$ cat src/source/mps_pkg.sv
`default_nettype none

package mps_pkg;

	//////////////////////////////////////////////////////////////////////
	// Bus and register map

	localparam int DATA_W = 32;
	localparam int REG_W = 2;

	// Register offset within a channel, word address bits [1:0]
	typedef enum logic [REG_W-1:0] {
		REG_DATA    = 2'd0,
		REG_STATUS  = 2'd1,
		REG_DIVISOR = 2'd2,
		REG_IRQ_EN  = 2'd3
	} reg_sel_e;

	localparam int DIVISOR_W = 16;
	localparam logic [DIVISOR_W-1:0] DEFAULT_DIVISOR = 16'd16;

	//////////////////////////////////////////////////////////////////////
	// Write word views

	typedef struct packed {
		logic [23:0] rsvd;
		logic [7:0]  tx_byte;
	} tx_view_t;

	// Also the layout of an IRQ_EN read
	typedef struct packed {
		logic [13:0]          rsvd;
		logic                 rx_ready_en;
		logic                 tx_idle_en;
		logic [DIVISOR_W-1:0] divisor;
	} cfg_view_t;

	typedef union packed {
		tx_view_t  tx_view;
		cfg_view_t cfg_view;
	} wr_word_u;

	//////////////////////////////////////////////////////////////////////
	// Internal buses

	// Wishbone request, adr is the word address (byte address [31:2])
	typedef struct packed {
		logic        cyc;
		logic        stb;
		logic        we;
		logic [29:0] adr;
		wr_word_u    dat;
	} wb_req_t;

	typedef struct packed {
		logic     valid;
		logic     we;
		reg_sel_e reg_sel;
		wr_word_u wr_data;
	} port_cmd_t;

	// Low bits of a STATUS read, tx_busy is bit 2
	typedef struct packed {
		logic tx_busy;
		logic rx_valid;
		logic rx_overrun;
	} port_status_t;

endpackage

`default_nettype wire

$ cat src/source/mps_bus_decode.sv
`timescale 1ns/10ps
`default_nettype none

module mps_bus_decode #(
	parameter int PORT_NUM = 4,
	localparam int IDX_W = (PORT_NUM > 1) ? $clog2(PORT_NUM) : 1
) (
	input  logic                               clk_i,
	input  logic                               rst_n_i,

	// Wishbone classic slave side
	input  mps_pkg::wb_req_t                   wb_req_i,
	output logic                               wb_ack_o,

	// Per channel commands
	output mps_pkg::port_cmd_t [PORT_NUM-1:0]  port_cmd_o,
	output logic [IDX_W-1:0]                   port_idx_o
);

	logic              req;
	logic [IDX_W-1:0]  idx;
	mps_pkg::reg_sel_e reg_sel;

	//////////////////////////////////////////////////////////////////////
	// Request detection and address split

	// New cycle only while ack is low, so a held stb is not taken twice
	assign req = wb_req_i.cyc & wb_req_i.stb & ~wb_ack_o;

	// Word address: register in the low bits, channel right above
	assign reg_sel = mps_pkg::reg_sel_e'(wb_req_i.adr[mps_pkg::REG_W-1:0]);
	assign idx = wb_req_i.adr[mps_pkg::REG_W +: IDX_W];

	assign port_idx_o = idx;

	//////////////////////////////////////////////////////////////////////
	// Acknowledge

	always_ff @(posedge clk_i) begin
		if (!rst_n_i) begin
			wb_ack_o <= 1'b0;
		end else begin
			wb_ack_o <= req;
		end
	end

	//////////////////////////////////////////////////////////////////////
	// Command fan out

	// Every channel sees the register select so its read word follows
	// the address, only the addressed one gets valid
	for (genvar p = 0; p < PORT_NUM; p++) begin : g_cmd
		assign port_cmd_o[p].valid = req && (idx == IDX_W'(p));
		assign port_cmd_o[p].we = wb_req_i.we;
		assign port_cmd_o[p].reg_sel = reg_sel;
		assign port_cmd_o[p].wr_data = wb_req_i.dat;
	end

endmodule

`default_nettype wire

$ cat src/source/uart_port.sv
`timescale 1ns/10ps
`default_nettype none

module uart_port (
	input  logic                        clk_i,
	input  logic                        rst_n_i,
	input  mps_pkg::port_cmd_t          cmd_i,
	output logic [mps_pkg::DATA_W-1:0]  rd_data_o,
	output logic                        irq_o,
	input  logic                        uart_rx_i,
	output logic                        uart_tx_o
);

	logic wr_en;
	logic rd_en;
	logic data_wr;
	logic data_rd;
	logic status_rd;

	// Configuration
	logic [mps_pkg::DIVISOR_W-1:0] divisor;
	logic                          rx_ready_en;
	logic                          tx_idle_en;

	// Transmitter
	logic                          tx_busy;
	logic [9:0]                    tx_shift;
	logic [3:0]                    tx_bit_cnt;
	logic [mps_pkg::DIVISOR_W-1:0] tx_baud_cnt;

	// Receiver
	logic [1:0]                    rx_sync;
	logic                          rx_prev;
	logic                          rx_active;
	logic [3:0]                    rx_bit_cnt;
	logic [mps_pkg::DIVISOR_W-1:0] rx_baud_cnt;
	logic [mps_pkg::DIVISOR_W-1:0] rx_target;
	logic                          rx_sample;
	logic                          rx_done;
	logic [7:0]                    rx_shift;
	logic [7:0]                    rx_data;
	logic                          rx_valid;
	logic                          rx_overrun;

	mps_pkg::port_status_t         status;
	mps_pkg::wr_word_u             irq_en_word;

	assign wr_en = cmd_i.valid & cmd_i.we;
	assign rd_en = cmd_i.valid & ~cmd_i.we;
	assign data_wr = wr_en && (cmd_i.reg_sel == mps_pkg::REG_DATA);
	assign data_rd = rd_en && (cmd_i.reg_sel == mps_pkg::REG_DATA);
	assign status_rd = rd_en && (cmd_i.reg_sel == mps_pkg::REG_STATUS);

	//////////////////////////////////////////////////////////////////////
	// Configuration registers

	always_ff @(posedge clk_i) begin
		if (!rst_n_i) begin
			divisor <= mps_pkg::DEFAULT_DIVISOR;
			rx_ready_en <= 1'b0;
			tx_idle_en <= 1'b0;
		end else if (wr_en) begin
			case (cmd_i.reg_sel)
				mps_pkg::REG_DIVISOR: divisor <= cmd_i.wr_data.cfg_view.divisor;
				mps_pkg::REG_IRQ_EN: begin
					rx_ready_en <= cmd_i.wr_data.cfg_view.rx_ready_en;
					tx_idle_en <= cmd_i.wr_data.cfg_view.tx_idle_en;
				end
				default: ;
			endcase
		end
	end

	//////////////////////////////////////////////////////////////////////
	// Transmitter, 8N1 LSB first

	// Writes while busy are dropped
	always_ff @(posedge clk_i) begin
		if (!rst_n_i) begin
			tx_busy <= 1'b0;
			tx_shift <= '1;
			tx_bit_cnt <= '0;
			tx_baud_cnt <= '0;
		end else if (!tx_busy) begin
			if (data_wr) begin
				tx_busy <= 1'b1;
				tx_shift <= {1'b1, cmd_i.wr_data.tx_view.tx_byte, 1'b0};
				tx_bit_cnt <= '0;
				tx_baud_cnt <= '0;
			end
		end else if (tx_baud_cnt == divisor - 1'b1) begin
			tx_baud_cnt <= '0;
			tx_shift <= {1'b1, tx_shift[9:1]};
			tx_bit_cnt <= tx_bit_cnt + 4'd1;
			// End of stop bit
			if (tx_bit_cnt == 4'd9) begin
				tx_busy <= 1'b0;
			end
		end else begin
			tx_baud_cnt <= tx_baud_cnt + 1'b1;
		end
	end

	// Shift register idles at all ones
	assign uart_tx_o = tx_shift[0];

	//////////////////////////////////////////////////////////////////////
	// Receiver

	always_ff @(posedge clk_i) begin
		if (!rst_n_i) begin
			rx_sync <= 2'b11;
			rx_prev <= 1'b1;
		end else begin
			rx_sync <= {rx_sync[0], uart_rx_i};
			rx_prev <= rx_sync[1];
		end
	end

	// Half a bit to the middle of the start bit, then whole bits
	assign rx_target = (rx_bit_cnt == 4'd0) ? (divisor >> 1) : (divisor - 1'b1);
	assign rx_sample = rx_active && (rx_baud_cnt == rx_target);
	assign rx_done = rx_sample && (rx_bit_cnt == 4'd9) && rx_sync[1];

	always_ff @(posedge clk_i) begin
		if (!rst_n_i) begin
			rx_active <= 1'b0;
			rx_bit_cnt <= '0;
			rx_baud_cnt <= '0;
		end else if (!rx_active) begin
			if (rx_prev && !rx_sync[1]) begin
				rx_active <= 1'b1;
				rx_bit_cnt <= '0;
				rx_baud_cnt <= '0;
			end
		end else if (rx_sample) begin
			rx_baud_cnt <= '0;
			rx_bit_cnt <= rx_bit_cnt + 4'd1;
			// Start bit gone high again is a glitch
			if ((rx_bit_cnt == 4'd0 && rx_sync[1]) || rx_bit_cnt == 4'd9) begin
				rx_active <= 1'b0;
			end
		end else begin
			rx_baud_cnt <= rx_baud_cnt + 1'b1;
		end
	end

	always_ff @(posedge clk_i) begin
		if (rx_sample && rx_bit_cnt >= 4'd1 && rx_bit_cnt <= 4'd8) begin
			rx_shift <= {rx_sync[1], rx_shift[7:1]};
		end
		if (rx_done) begin
			rx_data <= rx_shift;
		end
	end

	// New byte wins over a read clear in the same cycle
	always_ff @(posedge clk_i) begin
		if (!rst_n_i) begin
			rx_valid <= 1'b0;
			rx_overrun <= 1'b0;
		end else begin
			if (data_rd) begin
				rx_valid <= 1'b0;
			end
			if (status_rd) begin
				rx_overrun <= 1'b0;
			end
			if (rx_done) begin
				rx_valid <= 1'b1;
				if (rx_valid && !data_rd) begin
					rx_overrun <= 1'b1;
				end
			end
		end
	end

	//////////////////////////////////////////////////////////////////////
	// Read word and interrupt

	assign status.tx_busy = tx_busy;
	assign status.rx_valid = rx_valid;
	assign status.rx_overrun = rx_overrun;

	always_comb begin
		irq_en_word = '0;
		irq_en_word.cfg_view.rx_ready_en = rx_ready_en;
		irq_en_word.cfg_view.tx_idle_en = tx_idle_en;
	end

	always_comb begin
		rd_data_o = '0;
		case (cmd_i.reg_sel)
			mps_pkg::REG_DATA: rd_data_o[7:0] = rx_data;
			mps_pkg::REG_STATUS: rd_data_o[$bits(status)-1:0] = status;
			mps_pkg::REG_DIVISOR: rd_data_o[mps_pkg::DIVISOR_W-1:0] = divisor;
			mps_pkg::REG_IRQ_EN: rd_data_o = irq_en_word;
			default: ;
		endcase
	end

	assign irq_o = (rx_ready_en & rx_valid) | (tx_idle_en & ~tx_busy);

endmodule

`default_nettype wire

$ cat src/source/mps_readback.sv
`timescale 1ns/10ps
`default_nettype none

module mps_readback #(
	parameter int PORT_NUM = 4,
	localparam int IDX_W = (PORT_NUM > 1) ? $clog2(PORT_NUM) : 1
) (
	input  logic                                       clk_i,
	input  logic                                       rst_n_i,

	// From the decoder and the channels
	input  logic [IDX_W-1:0]                           port_idx_i,
	input  logic [PORT_NUM-1:0][mps_pkg::DATA_W-1:0]   port_rd_data_i,
	input  logic [PORT_NUM-1:0]                        port_irq_i,

	// To the bus
	output logic [mps_pkg::DATA_W-1:0]                 wb_dat_o,
	output logic                                       irq_o
);

	logic [mps_pkg::DATA_W-1:0] sel_word;

	//////////////////////////////////////////////////////////////////////
	// Read data select

	// Index past the last channel reads as zero
	always_comb begin
		sel_word = '0;
		for (int p = 0; p < PORT_NUM; p++) begin
			if (port_idx_i == IDX_W'(p)) begin
				sel_word = port_rd_data_i[p];
			end
		end
	end

	// Loaded on the same edge that raises ack
	always_ff @(posedge clk_i) begin
		if (!rst_n_i) begin
			wb_dat_o <= '0;
		end else begin
			wb_dat_o <= sel_word;
		end
	end

	//////////////////////////////////////////////////////////////////////
	// Interrupt combine

	// Level interrupt, any channel
	assign irq_o = |port_irq_i;

endmodule

`default_nettype wire

$ cat src/source/mps_top.sv
`timescale 1ns/10ps
`default_nettype none

module mps_top #(
	parameter int PORT_NUM = 4,
	localparam int IDX_W = (PORT_NUM > 1) ? $clog2(PORT_NUM) : 1
) (
	input  logic                        clk_i,
	input  logic                        rst_n_i,

	// Wishbone classic slave
	input  logic                        wb_cyc_i,
	input  logic                        wb_stb_i,
	input  logic                        wb_we_i,
	input  logic [31:0]                 wb_adr_i,
	input  logic [mps_pkg::DATA_W-1:0]  wb_dat_i,
	output logic [mps_pkg::DATA_W-1:0]  wb_dat_o,
	output logic                        wb_ack_o,
	output logic                        irq_o,

	// Serial lines
	input  logic [PORT_NUM-1:0]         uart_rx_i,
	output logic [PORT_NUM-1:0]         uart_tx_o
);

	mps_pkg::wb_req_t                             wb_req;
	mps_pkg::port_cmd_t [PORT_NUM-1:0]            port_cmd;
	logic [IDX_W-1:0]                             port_idx;
	logic [PORT_NUM-1:0][mps_pkg::DATA_W-1:0]     port_rd_data;
	logic [PORT_NUM-1:0]                          port_irq;

	// Byte lane bits of the address are dropped
	assign wb_req.cyc = wb_cyc_i;
	assign wb_req.stb = wb_stb_i;
	assign wb_req.we = wb_we_i;
	assign wb_req.adr = wb_adr_i[31:2];
	assign wb_req.dat = wb_dat_i;

	mps_bus_decode #(
		.PORT_NUM(PORT_NUM)
	) mps_bus_decode_i (
		.clk_i(clk_i),
		.rst_n_i(rst_n_i),
		.wb_req_i(wb_req),
		.wb_ack_o(wb_ack_o),
		.port_cmd_o(port_cmd),
		.port_idx_o(port_idx)
	);

	//////////////////////////////////////////////////////////////////////
	// Serial channels

	for (genvar p = 0; p < PORT_NUM; p++) begin : g_port
		uart_port uart_port_i (
			.clk_i(clk_i),
			.rst_n_i(rst_n_i),
			.cmd_i(port_cmd[p]),
			.rd_data_o(port_rd_data[p]),
			.irq_o(port_irq[p]),
			.uart_rx_i(uart_rx_i[p]),
			.uart_tx_o(uart_tx_o[p])
		);
	end

	mps_readback #(
		.PORT_NUM(PORT_NUM)
	) mps_readback_i (
		.clk_i(clk_i),
		.rst_n_i(rst_n_i),
		.port_idx_i(port_idx),
		.port_rd_data_i(port_rd_data),
		.port_irq_i(port_irq),
		.wb_dat_o(wb_dat_o),
		.irq_o(irq_o)
	);

endmodule

`default_nettype wire

$ cat config.mk
export PLATFORM = sky130hd
export DESIGN_NAME = mps_top
export DESIGN_NICKNAME = d
export VERILOG_FILES = /design/src/source/mps_pkg.sv /design/src/source/mps_bus_decode.sv /design/src/source/uart_port.sv /design/src/source/mps_readback.sv /design/src/source/mps_top.sv
export SDC_FILE = /design/constraint.sdc
export NUM_CORES = 1
export LEC_CHECK = 0
export BUFFER_PORTS_ARGS = -buffer_cell sky130_fd_sc_hd__buf_4
export CAP_MARGIN = 20
export CORE_ASPECT_RATIO = 0.9
export CORE_UTILIZATION = 60
export DETAILED_ROUTE_END_ITERATION = 8
export PLACE_DENSITY = 0.78
export SETUP_SLACK_MARGIN = 0.5
export SLEW_MARGIN = 20
export SYNTH_ARGS = -nofsm -noshare
export SYNTH_HDL_FRONTEND = slang
export SYNTH_SLANG_ARGS = --single-unit
export TNS_END_PERCENT = 100
$ cat constraint.sdc
create_clock -name clk_i -period 5.7 [get_ports clk_i]
set_input_delay 0.855 -clock clk_i [delete_from_list [all_inputs] [get_ports clk_i]]
set_output_delay 0.855 -clock clk_i [all_outputs]
set_load 0.01 [all_outputs]
## Yosys cells after proc, flatten, opt, wreduce, memory -nomap -nowiden

Index checks and enable logic that the tools add are counted.

| storage, ports and cells | value |
|---|---|
| bits of input ports | 73 |
| logic and storage cells | 383 |
| bits in registers | 397 |
| output and inout port bits | 38 |

| operators by class | value |
|---|---|
| add/subtract/negate cells | 20 |
| reduce and logical (&&, ||, !) cells | 95 |
| $lt $le $gt $ge | 8 |
| eq/ne operators | 30 |
| multiplexer cells | 136 |
| bitwise operators | 28 |

Operator list:

| operator | number |
|---|---|
| two-way mux 16 bit | 28 |
| adder 16 x 1 -> 16 bit, second input constant | 8 |
| == test 16 bit | 8 |
| two-way mux 10 bit | 12 |
| two-way mux 4 bit | 24 |
| two-way mux 18 bit | 4 |
| subtractor 16 x 1 -> 16 bit, second input constant | 4 |
| two-way mux 1 bit | 52 |
| logical AND 1 bit | 48 |
| case mux 3 bit (4 select lines) | 4 |
| case mux 5 bit (2 select lines) | 4 |
| adder 4 x 1 -> 4 bit, second input constant | 8 |
| == test 4 bit, second input constant | 8 |
| two-way mux 8 bit | 4 |
| AND reduction 2 bit | 16 |
| nonzero test 2 bit | 12 |
| AND 1 bit | 18 |
| greater-or-equal comparator 4 x 1 -> 1 bit, second input constant | 4 |
| <= comparator 4 bit, second input constant | 4 |
| zero test 4 bit | 4 |
| != test 2 bit, second input constant | 8 |
| == test 2 bit, second input constant | 4 |
| zero test 1 bit | 8 |
| two-way mux 2 bit | 4 |
| other kinds (6) | 19 |

## Longest topological paths before layout

Gate-level depths: netlist of run 1.

| depth | value |
|---|---|
| depth after elaboration | 9 |
| gate-level depth with buffers | 14 |
| mapped depth without buffers | 11 |

## Hierarchy

A second synthesis of run 1 with hierarchy kept.

| second synthesis, totals | value |
|---|---|
| cell total of the unflattened synthesis | 3037 |
| area total of the unflattened synthesis | 25680.9 µm² |

Modules (own cells, without submodules):

| module | instances | cells an instance | sequential area each (µm²) | area each (µm²) |
|---|---|---|---|---|
| uart_port (g_port[1].uart_port_i ...) | 2 | 721 | 1961.9 | 5947.0 |
| uart_port (g_port[0].uart_port_i) | 1 | 657 | 1961.9 | 5567.8 |
| uart_port (g_port[3].uart_port_i) | 1 | 645 | 1961.9 | 5412.7 |
| mps_readback | 1 | 144 | 640.6 | 1670.4 |
| mps_bus_decode | 1 | 149 | 20.0 | 1136.1 |

## Worst setup path before layout of run 1

No wires, ideal clock.

| timing path | value |
|---|---|
| path type | reg-to-reg |
| start | register g_port[0].uart_port_i.divisor[0] in the netlist's numbering |
| end | register g_port[0].uart_port_i.rx_data[0] (enable) |
| path slack | 1.496 ns |
| buffers on the path | 1 |
| cell stages (with the launch flop) | 12 |
| library setup time | 0.395 ns |
| data required time | 5.305 ns |
| period minus slack after synthesis | 4.204 ns |
| arrival time | 3.809 ns |
| path through | dfxtp_1 inv_1 ha_1 or4b_1 buf_2 nor4b_4 nor3b_1 or4_4 nor4_2 a311oi_1 or3_4 nor4_1 |

| between the ends | value |
|---|---|
| word-level cells in the longest chain between the ends | 6 |

RTL lines:

| element | RTL line | source |
|---|---|---|
| start: declaration | uart_port.sv:21 | `logic [mps_pkg::DIVISOR_W-1:0] divisor;` |
| start signal: assignment | uart_port.sv:59 | `divisor <= mps_pkg::DEFAULT_DIVISOR;` |
| start signal: assignment | uart_port.sv:64 | `mps_pkg::REG_DIVISOR: divisor <= cmd_i.wr_data.cfg_view.divisor;` |
| subtractor 16 x 1 -> 16 bit | uart_port.sv:121 | `assign rx_target = (rx_bit_cnt == 4'd0) ? (divisor >> 1) : (divisor - 1'b1);` |
| two-way mux 16 bit | uart_port.sv:121 |  |
| == test 16 bit | uart_port.sv:122 | `assign rx_sample = rx_active && (rx_baud_cnt == rx_target);` |
| logical AND 1 bit | uart_port.sv:122 |  |
| logical AND 1 bit (2 in series) | uart_port.sv:123 | `assign rx_done = rx_sample && (rx_bit_cnt == 4'd9) && rx_sync[1];` |
| via g_port[0].uart_port_i.rx_done | uart_port.sv:39 | `logic rx_done;` |
| end signal: assignment | uart_port.sv:153 | `rx_data <= rx_shift;` |
| end: declaration | uart_port.sv:41 | `logic [7:0] rx_data;` |

The timed path passes the listed nets, and every way through them passes these cells.
A chain may end at the register's enable or synchronous reset.

## Worst setup path in the final report of run 1

| timing path | value |
|---|---|
| start | register g_port[3].uart_port_i.divisor[5] in the netlist's numbering |
| end | register g_port[3].uart_port_i.tx_baud_cnt[7] in the netlist's numbering |

| between the ends | value |
|---|---|
| word-level cells in the longest chain between the ends | 4 |

RTL lines:

| element | RTL line | source |
|---|---|---|
| start: declaration | uart_port.sv:21 |  |
| start signal: assignment | uart_port.sv:59 |  |
| start signal: assignment | uart_port.sv:64 |  |
| subtractor 16 x 1 -> 16 bit | uart_port.sv:91 | `end else if (tx_baud_cnt == divisor - 1'b1) begin` |
| == test 16 bit | uart_port.sv:91 |  |
| two-way mux 16 bit | uart_port.sv:91 |  |
| two-way mux 16 bit | uart_port.sv:84 | `end else if (!tx_busy) begin` |
| end signal: assignment | uart_port.sv:100 | `tx_baud_cnt <= tx_baud_cnt + 1'b1;` |
| end: declaration | uart_port.sv:29 | `logic [mps_pkg::DIVISOR_W-1:0] tx_baud_cnt;` |

Every way passes these cells.

==> out/results.txt, run 1 <==
number of instances in the synthesized netlist: 2,613
TritonCTS buffer count: 39
worst setup timing slack at the placement stage: 1.222 ns
CTS-repair resized insts: 0
crit-path leading delay family: simple AND/OR/NAND/NOR gates
area of all sequential standard cells: 8229 um2
number of hold violations in the final report: 0
Layout Nets: 2,625
iteration-0 DRC count of the detailed router: 2,105
net switching power: 1.296 mW
layout filler cell count: 2,910
required time at the endpoint of the critical path: 6.14 ns
Longest Clk Path Bufs: 3
final worst setup slack: 1.092 ns
largest net degree at the start of global routing: 43
outcome: finished, final reports clean
post-route clock period utilization: 80.84%
clock insertion delay at the later pin of the skew report: 0.55 ns
post-CTS repair timing setup buffer count: 0
count of final setup violators: 0
largest stage delay on the critical path: 0.89 ns
Antenna diodes: 0
port bufs: 54
most used flip-flop cell after synthesis: dfxtp_1
kind of launch point of the worst setup path: flop
summed negative setup slack over all endpoints: 0 ns
most frequent cell after synthesis: nand2_1
sink count of the clock tree: 379
via count: 19,700
number of buffer and inverter instances along the worst setup path: 0
share of total power in sequential cells: 48.9%
Synth cell types: 93
P&R area growth vs syn: 7.323%
via count of the first global-routing pass: 17,750
mean post-synth cell area: 8.402 um2
YS warnings: 0
area leader, netlist: dfxtp_1
antenna violations before repair: 0
class of the most critical hold timing path: flop to flop
footprint of the multi-input gates: 12,590 um2
total power per unit cell area: 238.5 nW/um2
slowest stage cell, crit path: nand3_1
portion of the post-synthesis area used by sequential elements: 37.48%
Max-Cap Viols: 0
site row count: 66
Reg clk slew, reported paths: 0.06 ns
leading post-synthesis cells by cell area: dfxtp_1 29%, edfxtp_1 8.8%, nand2_1 5.5%
fraction of layout instances using a drive strength above 1: 8.549%
detailed-route vias per instance: 6.509
total wire length after detailed routing: 61,240 um
crit-path cells: or4_1, nor4_1, xnor2_1, nand4_1, nor4_1, nand4_1, nand3_1, o21ai_0, a21o_1
fraction of power spent switching nets: 23.06%
placeable core region: 36,090 um2
Post-Place Cell Area: 22,250 um2
library cell used as clock root buffer: clkbuf_16
Final Skew: 0.01183 ns
worst voltage drop across the vdd grid: 0.2575 mV
min Tclk post-route: 4.608 ns
total internal power: 4.324 mW
Top-Level Pins: 111
initial core utilization: 60.83%
die outline width: 203.6 um
wire length of the first global-routing pass: 95,740 um
Worst Max-Slew Pin Slew: 1.098 ns
number of enable-type register cells in the synthesized netlist: 64
Logic pwr share: 4.4%
post-cts hold buffer count: 0
H-tree levels: 2
cell types with the highest counts after synthesis: 319 x nand2_1, 315 x dfxtp_1, 167 x clkbuf_1, 163 x nor2_1, 158 x o21ai_0
CTS tree: done
proportion of register bits with asynchronous set or reset after synthesis: 0%
Crit Path Category: flop to flop
post-synthesis instance area: 21,950 um2
FF+latch count, synth: 379
setup repair after global routing missed its margin: no
final number of max-transition violations: 0
overflow left after global routing: 0
critical-path maximum fanout: 27
WL per Instance: 20.24 um
all-layer global routing usage: 32.10%
leakage power total: 8.863 nW
height of the die: 183.5 um
DRT antenna net count: 0
die area: 37,360 um2
Final HPWL DP: 42,740 um
first-pass detailed-route iteration total: 8
highest achievable clock rate: 217.0 MHz
Slew HR: 26.51%
finished layout cell area: 23,560 um2
kind of capture point of the worst setup path: flop
share of the synthesized area in the top cell type: 28.72%
WP data arrival: 5.05 ns
final estimated routing congestion in global placement: 0.9432
clock network fraction of design power: 46.6%
drc violations: 0
[routing by layer]
metal	global-route usage, %	part of all wire (%)	vias to the layer above	wire (um)
met5	0	0	-	0
met1	46.32	44	9423	26750
li1	-	-	9193	-
met4	10.68	2.6	0	1583
met2	49.01	44	956	27070
met3	4.750	9.5	124	5834
[metrics by stage]
stage                     hold WS (ns)  std cells  utilization, %  total power [mW]
after CTS                       0.4126       3025           65.25             5.644
after detailed placement        0.3953       2954           61.66             3.050
after global placement          0.3907       2954           61.66             3.043
final                           0.4112       3026           65.29             5.620
after global routing            0.4185       3026           65.29             5.766
after floorplan                 0.3863       2626               -             2.969
[registers in the layout, summed over array words and instances (netlist names)]
register / count
g_port.uart_port_i.tx_bit_cnt: 16
mps_readback_i.wb_dat_o: 18
g_port.uart_port_i.rx_valid: 4
g_port.uart_port_i.rx_sync: 8
g_port.uart_port_i.rx_active: 4
g_port.uart_port_i.rx_ready_en: 4
g_port.uart_port_i.divisor: 64
g_port.uart_port_i.tx_idle_en: 4
g_port.uart_port_i.tx_baud_cnt: 64
g_port.uart_port_i.rx_data: 32
g_port.uart_port_i.rx_baud_cnt: 64
g_port.uart_port_i.tx_busy: 4
g_port.uart_port_i.rx_prev: 4
g_port.uart_port_i.rx_shift: 32
g_port.uart_port_i.tx_shift: 36
mps_bus_decode_i.wb_ack_o: 1
g_port.uart_port_i.rx_overrun: 4
g_port.uart_port_i.rx_bit_cnt: 16
[path summary, 6_finish.rpt]
check | end | from | cells after the start | slack (ns)
max | g_port[3].uart_port_i.tx_baud_cnt[7] | g_port[3].uart_port_i.divisor[5] | 9 | 1.09
min | g_port[1].uart_port_i.rx_sync[1] | g_port[1].uart_port_i.rx_sync[0] | 1 | 0.41
max reg2reg | g_port[3].uart_port_i.tx_baud_cnt[7] | g_port[3].uart_port_i.divisor[5] | 9 | 1.09
min reg2reg | g_port[1].uart_port_i.rx_sync[1] | g_port[1].uart_port_i.rx_sync[0] | 1 | 0.41
[power by group through the flow]
stage / Clock (mW) / Sequential (mW) / Combinational [mW]
6_report: 2.62 / 2.75 / 0.249
5_1_grt: 2.75 / 2.75 / 0.265
4_1_cts: 2.65 / 2.75 / 0.243
3_5_place_dp: 0 / 2.81 / 0.242
3_3_place_gp: 0 / 2.81 / 0.235
2_1_floorplan: 0 / 2.79 / 0.174
[cell usage in the layout, fill, tap and decap left out, drive strengths merged, types with 47 or more instances in the layout]
| cell | n |
|---|---|
| nor3 | 57 |
| clkbuf | 54 |
| mux2i | 52 |
| nand4 | 47 |
| nand2 | 319 |
| inv | 71 |
| nand3 | 99 |
| dfxtp | 315 |
| o21ai | 159 |
| buf | 77 |
| xnor2 | 104 |
| xor2 | 94 |
| and3 | 69 |
| edfxtp | 64 |
| nor2 | 163 |
| a21oi | 148 |
[worst register-to-register path, stage by stage, from the launching register on]
cell	delay [ns]
dfxtp_1	0.48
or4_1	0.63
nor4_1	0.70
xnor2_1	0.19
nand4_1	0.11
nor4_1	0.35
nand4_1	0.66
nand3_1	0.89
o21ai_0	0.26
a21o_1	0.22
[logic make-up (layout without fill, tap and decap cells)]
family,after synthesis,count (layout),synth area share [%]
muxes,85,85,4.987
buffers and inverters,296,220,5.477
DFF,379,379,37.48
adders and majority gates,32,32,1.824
AOI/OAI and AO/OA,575,575,16.84
other,1,14,0.01708
and+or+nand+nor,1037,1037,24.45
xor gates and xnor gates,208,208,8.925
[final cells by class]
cell class | instances | area share [%]
Tap cell | 476 | 2.528
Clock buffer | 53 | 4.758
Inverter | 71 | 1.136
Timing Repair Buffer | 78 | 2.485
Multi-Input combinational cell | 1951 | 53.44
Clock inverter | 18 | 0.7275
Sequential cell | 379 | 34.93
No activity file was read; power rests on OpenSTA's default activity.
==> inputs of run 2 (changes only) <==
Clock period 5.7 ns to 4.8 ns, I/O delays scaled along.
==> run 2 against run 1 <==
  * Sequential share of layout area shrank 0.44 points
  * Wire length is essentially flat
  * Via count is 0.27% lower
  * Worst setup slack worse by 0.34 ns
  * Maximum frequency rose by 14%
  * Cell count is 0.63% higher
  * Global-route usage grew 0.34 points
  * Critical endpoint is now g_port[0].uart_port_i.rx_data[5]
  * Largest cell class unchanged
  * Largest power group is now clock
==> out/results.txt, run 2 (same netlist as run 1, synthesis figures left out) <==
net switching power: 1.527 mW (+18%)
leakage power total: 9.034 nW (+1.9%)
H-tree levels: 2 (unchanged)
final estimated routing congestion in global placement: 0.9356 (-0.81%)
clock insertion delay at the later pin of the skew report: 0.55 ns (about the same)
outcome: finished, final reports clean
Final Skew: 0.01172 ns (-0.0001040 ns)
TritonCTS buffer count: 39 (unchanged)
all-layer global routing usage: 32.44% (+0.34 points)
first-pass detailed-route iteration total: 5 (-3)
critical-path maximum fanout: 8 (-70%)
DRT antenna net count: 0 (unchanged)
Reg clk slew, reported paths: 0.06 ns (about the same)
top library cells by usage in the layout, fill and taps aside: 319 x nand2_1, 315 x dfxtp_1, 161 x nor2_1
depth of the worst register-to-register path: 11 (+2)
post-route clock period utilization: 84.39% (+3.5 points)
Critical path origin: g_port[0].uart_port_i.divisor[0]
post-cts hold buffer count: 0 (unchanged)
largest net degree at the start of global routing: 87 (+100%)
worst hold path startpoint: uart_rx_i[2]
Top-Level Pins: 111 (unchanged)
setup repair after global routing missed its margin: no
library cell used as clock root buffer: clkbuf_16
most frequent standard cell in the layout excluding fill and tap cells: nand2_1
drc violations: 0 (unchanged)
site row count: 66 (unchanged)
worst hold-check slack: 0.3515 ns (-0.05969 ns)
Longest Clk Path Bufs: 3 (unchanged)
iteration-0 DRC count of the detailed router: 2,098 (-0.33%)
number of stages on the worst hold path: 2 (+1)
worst voltage drop across the vdd grid: 0.3335 mV (+29%)
height of the die: 183.5 um (unchanged)
post-CTS repair timing setup buffer count: 0 (unchanged)
die area: 37,360 um2 (unchanged)
antenna violations before repair: 0 (unchanged)
class of the most critical hold timing path: input port to flop
total power per unit cell area: 288.1 nW/um2 (+21%)
Crit Path Category: flop to flop
Layout Nets: 2,644 (+0.72%)
highest achievable clock rate: 246.9 MHz (+14%)
Worst Max-Slew Pin Slew: 1.067 ns (-0.03111 ns)
sink count of the clock tree: 379 (unchanged)
detailed-route vias per instance: 6.451 (-0.89%)
Max-Cap Viols: 0 (unchanged)
final number of max-transition violations: 0 (unchanged)
count of final setup violators: 0 (unchanged)
fraction of layout instances using a drive strength above 1: 9.498% (+0.95 points)
port bufs: 54 (unchanged)
WL per Instance: 20.11 um (-0.64%)
summed negative setup slack over all endpoints: 0 ns (unchanged)
start of the worst register-to-register path: g_port[0].uart_port_i.divisor[0]
share of total power in sequential cells: 47.5% (-1.4 points)
total wire length after detailed routing: 61,230 um (about the same)
Slew HR: 28.59% (+2.1 points)
Antenna diodes: 0 (unchanged)
clock network fraction of design power: 48.1% (+1.5 points)
wire length of the first global-routing pass: 97,240 um (+1.6%)
placeable core region: 36,090 um2 (unchanged)
Top Registers: g_port.uart_port_i.divisor x64, g_port.uart_port_i.rx_baud_cnt x64, g_port.uart_port_i.tx_baud_cnt x64
Final HPWL DP: 42,810 um (+0.17%)
worst setup timing slack at the placement stage: 0.6725 ns (-0.5499 ns)
CTS tree: done
overflow left after global routing: 0 (unchanged)
via count: 19,640 (-0.27%)
via count of the first global-routing pass: 18,280 (+3.0%)
CTS-repair resized insts: 0 (unchanged)
total internal power: 5.347 mW (+24%)
kind of capture point of the worst setup path: flop
number of hold violations in the final report: 0 (unchanged)
layout filler cell count: 2,937 (+0.93%)
die outline width: 203.6 um (unchanged)
fraction of power spent switching nets: 22.22% (-0.84 points)
WP data arrival: 4.30 ns (-0.75 ns)
kind of launch point of the worst setup path: flop
initial core utilization: 60.83% (unchanged)
P&R area growth vs syn: 8.686%
min Tclk post-route: 4.051 ns (-0.5573 ns)
required time at the endpoint of the critical path: 5.05 ns (-1.09 ns)
final worst setup slack: 0.7492 ns (-0.3427 ns)
Logic pwr share: 4.4% (about the same)
-- run 2: cell count changes in the layout (fill, tap and decap cells not counted), sizes merged --
| cell | before | now |
|---|---|---|
| clkbuf | 54 | 50 |
| clkinv | 12 | 14 |
| clkinvlp | 3 | 1 |
| inv | 71 | 70 |
| buf | 77 | 97 |
| bufinv | 3 | 7 |
-- run 2: layout make-up --
class | instances | area [um2] | area share [%]
Clock buffer | 50 | 1110 | 4.651
Clock inverter | 21 | 285.3 | 1.196
Inverter | 71 | 267.8 | 1.122
Multi-Input combinational cell | 1951 | 12630 | 52.95
Sequential cell | 379 | 8228 | 34.48
Tap cell | 476 | 595.6 | 2.496
Timing Repair Buffer | 97 | 740.7 | 3.104
-- run 2: worst paths after layout --
path | end | slack, ns
worst min-delay path | g_port[2].uart_port_i.rx_sync[0] | 0.35
worst max register to register | g_port[0].uart_port_i.rx_data[5] | 0.75
worst max-delay path | g_port[0].uart_port_i.rx_data[5] | 0.75
worst min register to register | g_port[0].uart_port_i.rx_sync[1] | 0.41
-- run 2: power groups by stage --
stage	combinational, mW	clock [mW]	sequential [mW]
after floorplan	0.207	0	3.32
after global placement	0.286	0	3.33
after detailed placement	0.292	0	3.33
after CTS	0.294	3.35	3.26
after global routing	0.323	3.48	3.26
final	0.303	3.31	3.26
-- run 2: layer usage --
layer / vias up / global-route usage [%] / share of wire [%]
met5: - / 0 / 0
met4: 0 / 11.37 / 2.9
met3: 142 / 6.133 / 10
met2: 904 / 49.86 / 44
met1: 9389 / 45.46 / 43
li1: 9208 / - / -
-- run 2: worst max-delay path, stage by stage, from the launching register on --
cell      delay (ns)
dfxtp_1         0.38
inv_1           0.13
ha_1            0.30
or4b_4          0.57
nor4b_4         0.35
nor3b_1         0.10
or4_4           0.54
nor4_2          0.25
a311oi_1        0.15
or3_4           0.46
nor4_2          0.27
buf_4           0.25
-- run 2: stage by stage --
| step | area [um2] | std cells | power [mW] | utilization, % |
|---|---|---|---|---|
| floorplan | 22000 | 2626 | 3.525 | - |
| finish | 23860 | 3045 | 6.875 | 66.12 |
| CTS | 23810 | 3045 | 6.908 | 65.98 |
| global route | 23860 | 3045 | 7.064 | 66.12 |
| detailed placement | 22420 | 2974 | 3.624 | 62.11 |
| global placement | 22420 | 2974 | 3.617 | 62.11 |
